$ cat src/logic/z80_bus_pkg.sv
package z80_bus_pkg;

	typedef logic [15:0] zaddr_t;
	typedef logic [7:0]  zdata_t;

	// one address word, decoded by cycle type
	typedef union packed {
		// mreq cycle: 16K window and offset inside it
		struct packed {
			logic [1:0]  win;
			logic [13:0] offs;
		} mem;
		// iorq cycle: high byte picks the register
		struct packed {
			logic [7:0] hi;
			logic [7:0] lo;
		} port;
	} zaddr_u;

	////////////////////////////////////////
	// extended ports, all share low byte #AF
	////////////////////////////////////////

	localparam zdata_t PORT_XT_LO   = 8'hAF;
	// #10AF..#13AF, window n at XT_PAGE_HI + n
	localparam zdata_t XT_PAGE_HI   = 8'h10;
	localparam zdata_t MEMCONF_HI   = 8'h20;

	// opfetch from #3Dxx with rom mapped enters dos
	localparam zdata_t DOS_ENTRY_HI = 8'h3D;

endpackage

$ cat src/logic/dram_pkg.sv
package dram_pkg;

	typedef logic [7:0]  page_t;
	// page in the top 8 bits, 14-bit window offset below
	typedef logic [21:0] dram_addr_t;

	localparam int NUM_WIN = 4;

	// page map loaded at reset, window 0 first
	localparam page_t PAGE_RESET [NUM_WIN] = '{8'd0, 8'd5, 8'd2, 8'd0};

	////////////////////////////////////////
	// memconf bits
	////////////////////////////////////////

	// window 0 maps ram instead of rom
	localparam int MEMCONF_W0_RAM = 3;
	// writes allowed into rom window 0
	localparam int MEMCONF_W0_WE  = 1;

	// cpu request controller states
	localparam logic [1:0] ZM_IDLE   = 2'd0;
	localparam logic [1:0] ZM_REQ    = 2'd1;
	localparam logic [1:0] ZM_RDWAIT = 2'd2;

endpackage

$ cat src/logic/zsignals.sv
module zsignals (
	input  logic                fclk,
	input  logic                rst_n,

	input  z80_bus_pkg::zaddr_t a,
	input  z80_bus_pkg::zdata_t din,
	input  logic                mreq_n,
	input  logic                iorq_n,
	input  logic                rd_n,
	input  logic                wr_n,
	input  logic                m1_n,

	output z80_bus_pkg::zaddr_u addr,
	output z80_bus_pkg::zdata_t data,
	output logic                memrd_s,
	output logic                memwr_s,
	output logic                iowr_s,
	output logic                opfetch_s,
	output logic                rd
);
	import z80_bus_pkg::*;

	// bit 0 memrd, 1 memwr, 2 iowr, 3 opfetch
	logic [3:0] cond;
	logic [3:0] cond_q1;
	logic [3:0] cond_q2;
	logic [3:0] cond_q3;
	logic [3:0] stb;
	logic       rd_q1;
	zaddr_t     a_q1;
	zdata_t     din_q1;

	// opfetch gets its own strobe but still counts as a memory read
	assign cond[0] = !mreq_n && !rd_n;
	assign cond[1] = !mreq_n && !wr_n;
	// m1 with iorq is intack, not a port write
	assign cond[2] = !iorq_n && !wr_n && m1_n;
	assign cond[3] = !mreq_n && !rd_n && !m1_n;

	always_ff @(posedge fclk) begin
		if (!rst_n) begin
			cond_q1 <= '0;
			cond_q2 <= '0;
			cond_q3 <= '0;
			stb     <= '0;
			rd_q1   <= 1'b0;
			rd      <= 1'b0;
		end else begin
			cond_q1 <= cond;
			cond_q2 <= cond_q1;
			cond_q3 <= cond_q2;
			// one pulse per rising condition
			stb     <= cond_q2 & ~cond_q3;
			rd_q1   <= !rd_n;
			rd      <= rd_q1;
		end
	end

	always_ff @(posedge fclk) begin
		a_q1   <= a;
		din_q1 <= din;
		addr   <= a_q1;
		data   <= din_q1;
	end

	assign memrd_s   = stb[0];
	assign memwr_s   = stb[1];
	assign iowr_s    = stb[2];
	assign opfetch_s = stb[3];

endmodule

$ cat src/logic/zports.sv
module zports (
	input  logic                fclk,
	input  logic                rst_n,

	input  logic                iowr_s,
	input  z80_bus_pkg::zaddr_u addr,
	input  z80_bus_pkg::zdata_t data,

	output dram_pkg::page_t     xt_page [dram_pkg::NUM_WIN],
	output z80_bus_pkg::zdata_t memconf
);
	import z80_bus_pkg::*;
	import dram_pkg::*;

	logic               xt_hit;
	logic [NUM_WIN-1:0] page_wr;
	logic               memconf_wr;

	////////////////////////////////////////
	// port decode
	////////////////////////////////////////

	assign xt_hit = iowr_s && (addr.port.lo == PORT_XT_LO);

	always_comb begin
		for (int i = 0; i < NUM_WIN; i++) begin
			page_wr[i] = xt_hit && (addr.port.hi == XT_PAGE_HI + 8'(i));
		end
	end

	assign memconf_wr = xt_hit && (addr.port.hi == MEMCONF_HI);

	////////////////////////////////////////
	// page registers and memconf
	////////////////////////////////////////

	always_ff @(posedge fclk) begin
		if (!rst_n) begin
			for (int i = 0; i < NUM_WIN; i++) begin
				xt_page[i] <= PAGE_RESET[i];
			end
		end else begin
			for (int i = 0; i < NUM_WIN; i++) begin
				if (page_wr[i])
					xt_page[i] <= data;
			end
		end
	end

	// rom in window 0, writes blocked
	always_ff @(posedge fclk) begin
		if (!rst_n)
			memconf <= '0;
		else if (memconf_wr)
			memconf <= data;
	end

endmodule

$ cat src/logic/pager.sv
module pager (
	input  logic                 fclk,
	input  logic                 rst_n,

	input  z80_bus_pkg::zaddr_u  addr,
	input  logic                 opfetch_s,
	input  dram_pkg::page_t      xt_page [dram_pkg::NUM_WIN],
	input  z80_bus_pkg::zdata_t  memconf,

	output dram_pkg::dram_addr_t dram_addr,
	output logic                 rw_en
);
	import z80_bus_pkg::*;
	import dram_pkg::*;

	logic  dos;
	logic  rom_w0;
	logic  dos_entry;
	page_t page;

	// window 0 holding rom
	assign rom_w0 = (addr.mem.win == 2'd0) && !memconf[MEMCONF_W0_RAM];

	// dos flag selects the rom half
	always_comb begin
		page = xt_page[addr.mem.win];
		if (rom_w0)
			page[0] = dos;
	end

	assign dram_addr = {page, addr.mem.offs};
	assign rw_en     = !(rom_w0 && !memconf[MEMCONF_W0_WE]);

	////////////////////////////////////////
	// dos flag
	////////////////////////////////////////

	assign dos_entry = rom_w0 && ({addr.mem.win, addr.mem.offs[13:8]} == DOS_ENTRY_HI);

	always_ff @(posedge fclk) begin
		if (!rst_n) begin
			dos <= 1'b0;
		end else if (opfetch_s) begin
			if (dos_entry)
				dos <= 1'b1;
			// any fetch outside window 0 leaves dos
			else if (addr.mem.win != 2'd0)
				dos <= 1'b0;
		end
	end

endmodule

$ cat src/logic/zmem.sv
module zmem (
	input  logic                 fclk,
	input  logic                 rst_n,

	input  logic                 memrd_s,
	input  logic                 memwr_s,
	input  logic                 rd,
	input  z80_bus_pkg::zdata_t  data,
	input  dram_pkg::dram_addr_t map_addr,
	input  logic                 rw_en,

	input  logic                 dram_ready,
	input  logic                 rd_valid,
	input  z80_bus_pkg::zdata_t  dram_rdata,

	output logic                 dram_valid,
	output dram_pkg::dram_addr_t dram_addr,
	output logic                 dram_we,
	output z80_bus_pkg::zdata_t  dram_wdata,

	output z80_bus_pkg::zdata_t  d_out,
	output logic                 d_ena,
	output logic                 wait_n
);
	import dram_pkg::*;

	logic [1:0] state;
	logic       start_rd;
	logic       start_wr;

	assign start_rd = (state == ZM_IDLE) && memrd_s;
	// blocked writes are dropped, cpu never waits
	assign start_wr = (state == ZM_IDLE) && memwr_s && rw_en;

	////////////////////////////////////////
	// request FSM
	////////////////////////////////////////

	always_ff @(posedge fclk) begin
		if (!rst_n) begin
			state      <= ZM_IDLE;
			dram_valid <= 1'b0;
			dram_we    <= 1'b0;
			d_ena      <= 1'b0;
			wait_n     <= 1'b1;
		end else begin
			// byte stays on the bus until rd goes away
			if (!rd)
				d_ena <= 1'b0;

			case (state)
				ZM_IDLE: begin
					if (start_rd || start_wr) begin
						state      <= ZM_REQ;
						dram_valid <= 1'b1;
						dram_we    <= start_wr;
						wait_n     <= 1'b0;
					end else if (!wait_n) begin
						// access done, let the cpu go
						wait_n <= 1'b1;
						d_ena  <= !dram_we;
					end
				end
				ZM_REQ: begin
					if (dram_ready) begin
						dram_valid <= 1'b0;
						state      <= dram_we ? ZM_IDLE : ZM_RDWAIT;
					end
				end
				ZM_RDWAIT: begin
					if (rd_valid)
						state <= ZM_IDLE;
				end
				default: state <= ZM_IDLE;
			endcase
		end
	end

	// request and read payload
	always_ff @(posedge fclk) begin
		if (start_rd || start_wr)
			dram_addr <= map_addr;
		if (start_wr)
			dram_wdata <= data;
		if ((state == ZM_RDWAIT) && rd_valid)
			d_out <= dram_rdata;
	end

endmodule

$ cat src/logic/zmem_top.sv
module zmem_top (
	input  logic                 fclk,
	input  logic                 rst_n,

	// z80
	input  z80_bus_pkg::zaddr_t  a,
	input  z80_bus_pkg::zdata_t  din,
	input  logic                 mreq_n,
	input  logic                 iorq_n,
	input  logic                 rd_n,
	input  logic                 wr_n,
	input  logic                 m1_n,
	output z80_bus_pkg::zdata_t  d_out,
	output logic                 d_ena,
	output logic                 wait_n,

	// dram channel
	output logic                 dram_valid,
	input  logic                 dram_ready,
	output dram_pkg::dram_addr_t dram_addr,
	output logic                 dram_we,
	output z80_bus_pkg::zdata_t  dram_wdata,
	input  logic                 rd_valid,
	input  z80_bus_pkg::zdata_t  dram_rdata
);
	import z80_bus_pkg::*;
	import dram_pkg::*;

	zaddr_u     addr;
	zdata_t     data;
	logic       memrd_s;
	logic       memwr_s;
	logic       iowr_s;
	logic       opfetch_s;
	logic       rd;
	page_t      xt_page [NUM_WIN];
	zdata_t     memconf;
	dram_addr_t map_addr;
	logic       rw_en;

	zsignals u_zsignals (
		.fclk      (fclk),
		.rst_n     (rst_n),
		.a         (a),
		.din       (din),
		.mreq_n    (mreq_n),
		.iorq_n    (iorq_n),
		.rd_n      (rd_n),
		.wr_n      (wr_n),
		.m1_n      (m1_n),
		.addr      (addr),
		.data      (data),
		.memrd_s   (memrd_s),
		.memwr_s   (memwr_s),
		.iowr_s    (iowr_s),
		.opfetch_s (opfetch_s),
		.rd        (rd)
	);

	zports u_zports (
		.fclk    (fclk),
		.rst_n   (rst_n),
		.iowr_s  (iowr_s),
		.addr    (addr),
		.data    (data),
		.xt_page (xt_page),
		.memconf (memconf)
	);

	pager u_pager (
		.fclk      (fclk),
		.rst_n     (rst_n),
		.addr      (addr),
		.opfetch_s (opfetch_s),
		.xt_page   (xt_page),
		.memconf   (memconf),
		.dram_addr (map_addr),
		.rw_en     (rw_en)
	);

	zmem u_zmem (
		.fclk       (fclk),
		.rst_n      (rst_n),
		.memrd_s    (memrd_s),
		.memwr_s    (memwr_s),
		.rd         (rd),
		.data       (data),
		.map_addr   (map_addr),
		.rw_en      (rw_en),
		.dram_ready (dram_ready),
		.rd_valid   (rd_valid),
		.dram_rdata (dram_rdata),
		.dram_valid (dram_valid),
		.dram_addr  (dram_addr),
		.dram_we    (dram_we),
		.dram_wdata (dram_wdata),
		.d_out      (d_out),
		.d_ena      (d_ena),
		.wait_n     (wait_n)
	);

endmodule

$ cat config.mk
export PLATFORM = sky130hd
export DESIGN_NAME = zmem_top
export DESIGN_NICKNAME = d
export VERILOG_FILES = /design/src/logic/z80_bus_pkg.sv /design/src/logic/dram_pkg.sv /design/src/logic/zsignals.sv /design/src/logic/zports.sv /design/src/logic/pager.sv /design/src/logic/zmem.sv /design/src/logic/zmem_top.sv
export SDC_FILE = /design/constraint.sdc
export NUM_CORES = 1
export LEC_CHECK = 0
export BUFFER_PORTS_ARGS = -buffer_cell sky130_fd_sc_hd__buf_2
export CELL_PAD_IN_SITES_DETAIL_PLACEMENT = 1
export CELL_PAD_IN_SITES_GLOBAL_PLACEMENT = 1
export CORE_MARGIN = 2
export CORE_UTILIZATION = 25
export DETAILED_ROUTE_END_ITERATION = 10
export PLACE_DENSITY_LB_ADDON = 0.1
export SLEW_MARGIN = 30
export SYNTH_ARGS = -nofsm -noshare
export SYNTH_HDL_FRONTEND = slang
export SYNTH_SLANG_ARGS = --single-unit
$ cat constraint.sdc
create_clock -name fclk -period 2.5 [get_ports fclk]
set_input_delay 0.5 -clock fclk [delete_from_list [all_inputs] [get_ports fclk]]
set_output_delay 0.5 -clock fclk [all_outputs]
set_load 0.1 [all_outputs]
* Word-level counts from Yosys, hierarchy flattened
Cells that the tools add are included.
** Operators by class
- Order comparisons :: 1
- Equality and inequality tests :: 12
- Muxes and demuxes :: 19
- Bitwise logic cells :: 3
- Reductions and logical operators :: 37
** Operators with widths (number)
- $eq A8 B5 Y1 const B :: 4
- $logic_and A1 B1 Y1 :: 18
- $bmux W8 S2 :: 1
- $eq A8 B6 Y1 const B :: 2
- $mux W8 :: 2
- $mux W1 :: 10
- $logic_not A1 Y1 :: 9
- $eq A8 B8 Y1 const B :: 1
- $mux W2 :: 4
- $ne A2 B2 Y1 const B :: 3
- $pmux W2 S3 :: 1
- $reduce_and A3 Y1 :: 2
- $reduce_bool A2 Y1 :: 3
- $and A4 B4 Y4 :: 1
- $logic_not A2 Y1 :: 2
- $not A4 Y4 :: 1
- $reduce_and A2 Y1 :: 2
- $ge A3 B3 Y1 const B :: 1
- $not A2 Y3 :: 1
- $eq A2 B1 Y1 const B :: 1
- $eq A2 B2 Y1 const B :: 1
- $pmux W1 S2 :: 1
- $logic_or A1 B1 Y1 :: 1
** Word-level totals
- Register bits :: 147
- Input bits :: 41
- Output and inout bits :: 42
- Logic and storage cells :: 96

* Longest topological paths before layout
- Depth in word-level cells :: 8
- Gate-level depth with buffers :: 5

* By module
Synthesis repeated with hierarchy kept, for this count alone.
** Second synthesis, totals
- Cell total of the unflattened synthesis :: 338
- Area, all modules :: 4819.6 sq um
** Modules (own cells, without submodules)
- zports :: instances 1, cells an instance 154, area each 1556.5 sq um, seq. area each 800.8 sq um
- zsignals :: instances 1, cells an instance 85, area each 1473.9 sq um, seq. area each 1321.3 sq um
- zmem :: instances 1, cells an instance 66, area each 1413.9 sq um, seq. area each 1261.2 sq um
- pager :: instances 1, cells an instance 33, area each 375.4 sq um, seq. area each 20.0 sq um

* Worst setup path after synthesis
Ideal clock, no wire load.
- Path kind :: register -> register
- From :: register u_zsignals.addr[15] (netlist name)
- To :: register u_zmem.dram_valid
- Arrival :: 1598 ps
- Data required time :: 2385 ps
- Slack :: 787 ps
- Stages on the path, launching flop included :: 6
- Buffers on the path :: 1
- Clock period less this slack :: 1713 ps
- Path through :: dfxtp_1 buf_6 o41ai_1 nand2b_1 and2_1 o21a_1
** On the way
- Word-level cells in the longest chain between the ends :: 8
** RTL lines
- start: declaration :: line zsignals.sv:13 : output z80_bus_pkg::zaddr_u addr,
- start signal: assignment :: line zsignals.sv:62 : addr <= a_q1;
- $logic_not A2 Y1 :: line pager.sv:22 : assign rom_w0 = (addr.mem.win == 2'd0) && !memconf[MEMCONF_W0_RAM];
- $logic_and A1 B1 Y1 :: line pager.sv:22
- $logic_and A1 B1 Y1 :: line pager.sv:32 : assign rw_en = !(rom_w0 && !memconf[MEMCONF_W0_WE]);
- $logic_not A1 Y1 :: line pager.sv:32
- $logic_and A1 B1 Y1 :: line zmem.sv:33 : assign start_wr = (state == ZM_IDLE) && memwr_s && rw_en;
- $logic_or A1 B1 Y1 :: line zmem.sv:53 : if (start_rd || start_wr) begin
- $ne A2 B2 Y1 (no line)
- $reduce_and A3 Y1 (no line)
- end signal: assignment :: line zmem.sv:42 : dram_valid <= 1'b0;
- end signal: assignment :: line zmem.sv:55 : dram_valid <= 1'b1;
- end signal: assignment :: line zmem.sv:66 : dram_valid <= 1'b0;
- end: declaration :: line zmem.sv:16 : output logic dram_valid,
No other way between the ends.
A chain may end at the register's enable or synchronous reset.

* Final worst setup path
- From :: register u_zsignals.addr[15] (netlist name)
- To :: register u_zmem.dram_addr[18], enable pin
** On the way
- Word-level cells in the longest chain between the ends :: 6
** RTL lines
- $logic_not A2 Y1 :: line pager.sv:22
- $logic_and A1 B1 Y1 :: line pager.sv:22
- $logic_and A1 B1 Y1 :: line pager.sv:32
- $logic_not A1 Y1 :: line pager.sv:32
- $logic_and A1 B1 Y1 :: line zmem.sv:33
- $logic_or A1 B1 Y1 :: line zmem.sv:81 : if (start_rd || start_wr)
- end signal: assignment :: line zmem.sv:82 : dram_addr <= map_addr;
- end: declaration :: line zmem.sv:17 : output dram_pkg::dram_addr_t dram_addr,
No other way between the ends.

==> impl_metrics.py <==
metrics = {
    "detailed_routing": {
        "ant_nets": 0,
        "via_per_inst": 4.00,
        "drt-pass1-iter-count": 4,
        "drt_iter0_drc": 125,
        "drc": 0,
        "routed_wl_mm": 9.67,
        "wl_per_cell_um": 14.9,
        "dr_total_vias": 2589,
    },
    "worst_hold_path": {
        "hold_path.class": "in2reg",
    },
    "global_route": {
        "grt_max_degree": 27,
        "grtUsageTotal_pct": 11.0,
        "antenna_found_initial": 0,
        "grt_first_pass_wirelength_mm": 15.9,
        "first_global_vias": 2894,
        "overflow": 0,
    },
    "synthesis": {
        "synth_fa_ha_area_share_pct": 0,
        "synth.ff_latch_count": 145,
        "avgSynthCellArea_um2": 14.5,
        "synth_edf_count": 38,
        "synthFlopType": "dfxtp_1",
        "synth_top_family_by_area": "multiplexers",
        "synth.net_count": 351,
        "syn_inst": 310,
        "synth_area_um2": 4500,
        "synthMuxAreaShare_pct": 12.0,
        "synth_xor_area_share_pct": 0,
        "yosysWarnings": 0,
        "synthSimpleGateAreaFrac_pct": 11.7,
        "synth_compound_area_share_pct": 1.31,
        "async_flop_share_pct": 0,
        "yosysSeqAreaShare_pct": 72.9,
        "ys_types": 35,
    },
    "clock_tree": {
        "path_clk_slew_ns": 0.06,
        "insertion_delay_ns": 0.41,
        "root_buffer": "clkbuf_16",
        "cts_tree": "done",
        "clockBufferDepth": 2,
        "cts-resized-gates": 0,
        "clock_sinks": 145,
        "cts-hold-fix-buffers": 0,
        "numCtsBuffers": 17,
        "htreeDepth": 4,
        "post_cts_buffers": 0,
    },
    "sta": {
        "grt_setup_unrepaired": "false",
        "setup_tns_ns": 0,
        "setup_viol": 0,
        "relSlewSlack_pct": 55.7,
        "worst_pin_slew_ns": 0.664,
        "fin_crit_sh_pct": 78.2,
        "hold_violations": 0,
        "fmaxAchievable_mhz": 512,
        "drv_slew": 0,
        "fin_crit_ns": 1.95,
        "fin_worst_skew_ns": 0.00769,
    },
    "power": {
        "p_leak_nw": 2.33,
        "p_per_area_nw_per_um2": 878,
        "ir_drop_v": 0.000439,
    },
    "worst_setup_path": {
        "crit_arrival_ns": 2.12,
        "cp-startpoint": "u_zsignals.addr[15]",
        "crit_type": "reg2reg",
        "crit_path_end_kind": "flop",
        "critPathCapture": "u_zmem.dram_addr[18]",
        "reg2reg_slack_ns": 0.55,
        "r2r-end": "u_zmem.dram_addr[18]",
        "crit_fanout": 19,
        "ff2ff_path_depth": 4,
        "crit_path_start_kind": "flop",
        "crit_required_ns": 2.67,
        "reg2reg_from": "u_zsignals.addr[15]",
    },
    "layout": {
        "final_cell_mix": "dfxtp_1 (107), buf_2 (82), nand2_1 (43), edfxtp_1 (38), mux2i_1 (35)",
        "mostFrequentLayoutCell": "dfxtp_1",
        "layout-drive-gt1-share_pct": 31.7,
        "nNetsFinal": 447,
        "syn_to_final_growth_pct": 27.7,
        "final_cell_count_no_fill": 648,
        "antennaDiodeCount": 0,
    },
    "place": {
        "gp_congestion": 0.647,
        "place_inst": 616,
        "dp_hpwl_mm": 6.66,
        "io_buffers": 82,
    },
    "floorplan": {
        "die_width_um": 138,
        "initial_utilization_pct": 25.2,
        "ios": 83,
        "die_area_um2": 19100,
        "num_rows": 49,
        "coreArea_um2": 17800,
        "fp.dieH_um": 138,
    },
    "flow_run": {
        "cap_violations": 0,
    },
    "status": {
        "status": "finished clean",
    },
}
[cell type report]
cell class,count,area [um^2]
Clock buffer,22,487
Timing Repair Buffer,89,475
Tap cell,229,287
Fill cell,1925,12100
Sequential cell,145,3280
Multi-Input combinational cell,149,1130
Clock inverter,10,71.3
Inverter,4,15.0
[report_power, final]
group / internal (mW) / switching [mW] / leakage [nW]
sequential: 2.47 / 0.0331 / 1.24
combinational: 0.0528 / 0.121 / 0.822
clock: 1.40 / 0.976 / 0.277
[cell usage after synthesis (2+ instances only)]
master	n	area, um^2
and2_1	10	62.6
mux2i_1	35	350
nand2b_1	2	12.5
inv_1	4	15.0
a21oi_1	3	15.0
buf_6	4	45.0
nor3_1	3	15.0
nor2_1	13	48.8
nand3_1	2	10.0
edfxtp_1	38	1140
nand2_1	43	161
clkbuf_1	7	26.3
or3_1	2	12.5
nor4_1	4	25.0
or4_4	2	22.5
mux4_2	8	180
nor4_4	2	42.5
nand3b_1	2	15.0
nor2b_1	4	25.0
dfxtp_1	107	2140
[layer usage]
| layer | global-route usage (%) | vias to the layer above | part of all wire [%] |
|---|---|---|---|
| li1 | - | 1279 | - |
| met3 | 4.16 | 14 | 4.6 |
| met5 | 0 | - | 0 |
| met1 | 13.9 | 1236 | 48 |
| met2 | 17.1 | 60 | 46 |
| met4 | 4.51 | 0 | 1.6 |
[sequential cells by signal, summed over array words and instances, names as in the netlist]
name                count
u_zsignals.rd           1
u_zports.memconf        2
u_zports.xt_page       32
u_zsignals.data         8
u_zmem.dram_addr       22
u_zsignals.cond_q1      4
u_zmem.dram_wdata       8
u_zsignals.addr        16
u_zsignals.din_q1       8
u_zmem.d_out            8
u_zmem.dram_we          1
u_pager.dos             1
u_zsignals.a_q1        16
u_zsignals.cond_q3      4
u_zmem.wait_n           1
u_zsignals.stb          4
u_zsignals.cond_q2      4
u_zsignals.rd_q1        1
u_zmem.state            2
u_zmem.dram_valid       1
u_zmem.d_ena            1
[how the worst min path moves through the flow]
stage | start | end | cells after the start
after CTS | din[6] | u_zsignals.din_q1[6] | 1
after floorplan | u_zsignals.a_q1[0] | u_zsignals.addr[0] | 0
after global routing | din[4] | u_zsignals.din_q1[4] | 1
after global placement | u_zsignals.din_q1[3] | u_zsignals.data[3] | 0
final | din[5] | u_zsignals.din_q1[5] | 1
after detailed placement | u_zsignals.a_q1[15] | u_zsignals.addr[15] | 0
[cells by family (layout without fill, tap and decap cells)]
kind of cell    after synthesis  after routing
simple gates                 96             96
buf+inv                      16            125
compound gates                9              9
mux                          44             44
flops                       145            145
[worst max-delay path: stages (launching register included)]
cell	delay (ns)
dfxtp_1	0.49
o41ai_1	0.57
nand2b_1	0.16
and2_1	0.28
buf_12	0.21
[stage by stage]
step | cell area, um^2 | util (%) | hold WS, ns | setup WS [ns] | total power, mW
after floorplan | 4500 | - | 0.310 | 0.787 | 2.66
after global placement | 5190 | 29.1 | 0.311 | 0.539 | 2.73
after detailed placement | 5190 | 29.1 | 0.313 | 0.477 | 2.73
after CTS | 5750 | 32.2 | 0.158 | 0.458 | 5.14
after global routing | 5750 | 32.2 | 0.154 | 0.354 | 5.28
final | 5750 | 32.2 | 0.185 | 0.545 | 5.05
No activity file was read; power rests on OpenSTA's default activity.
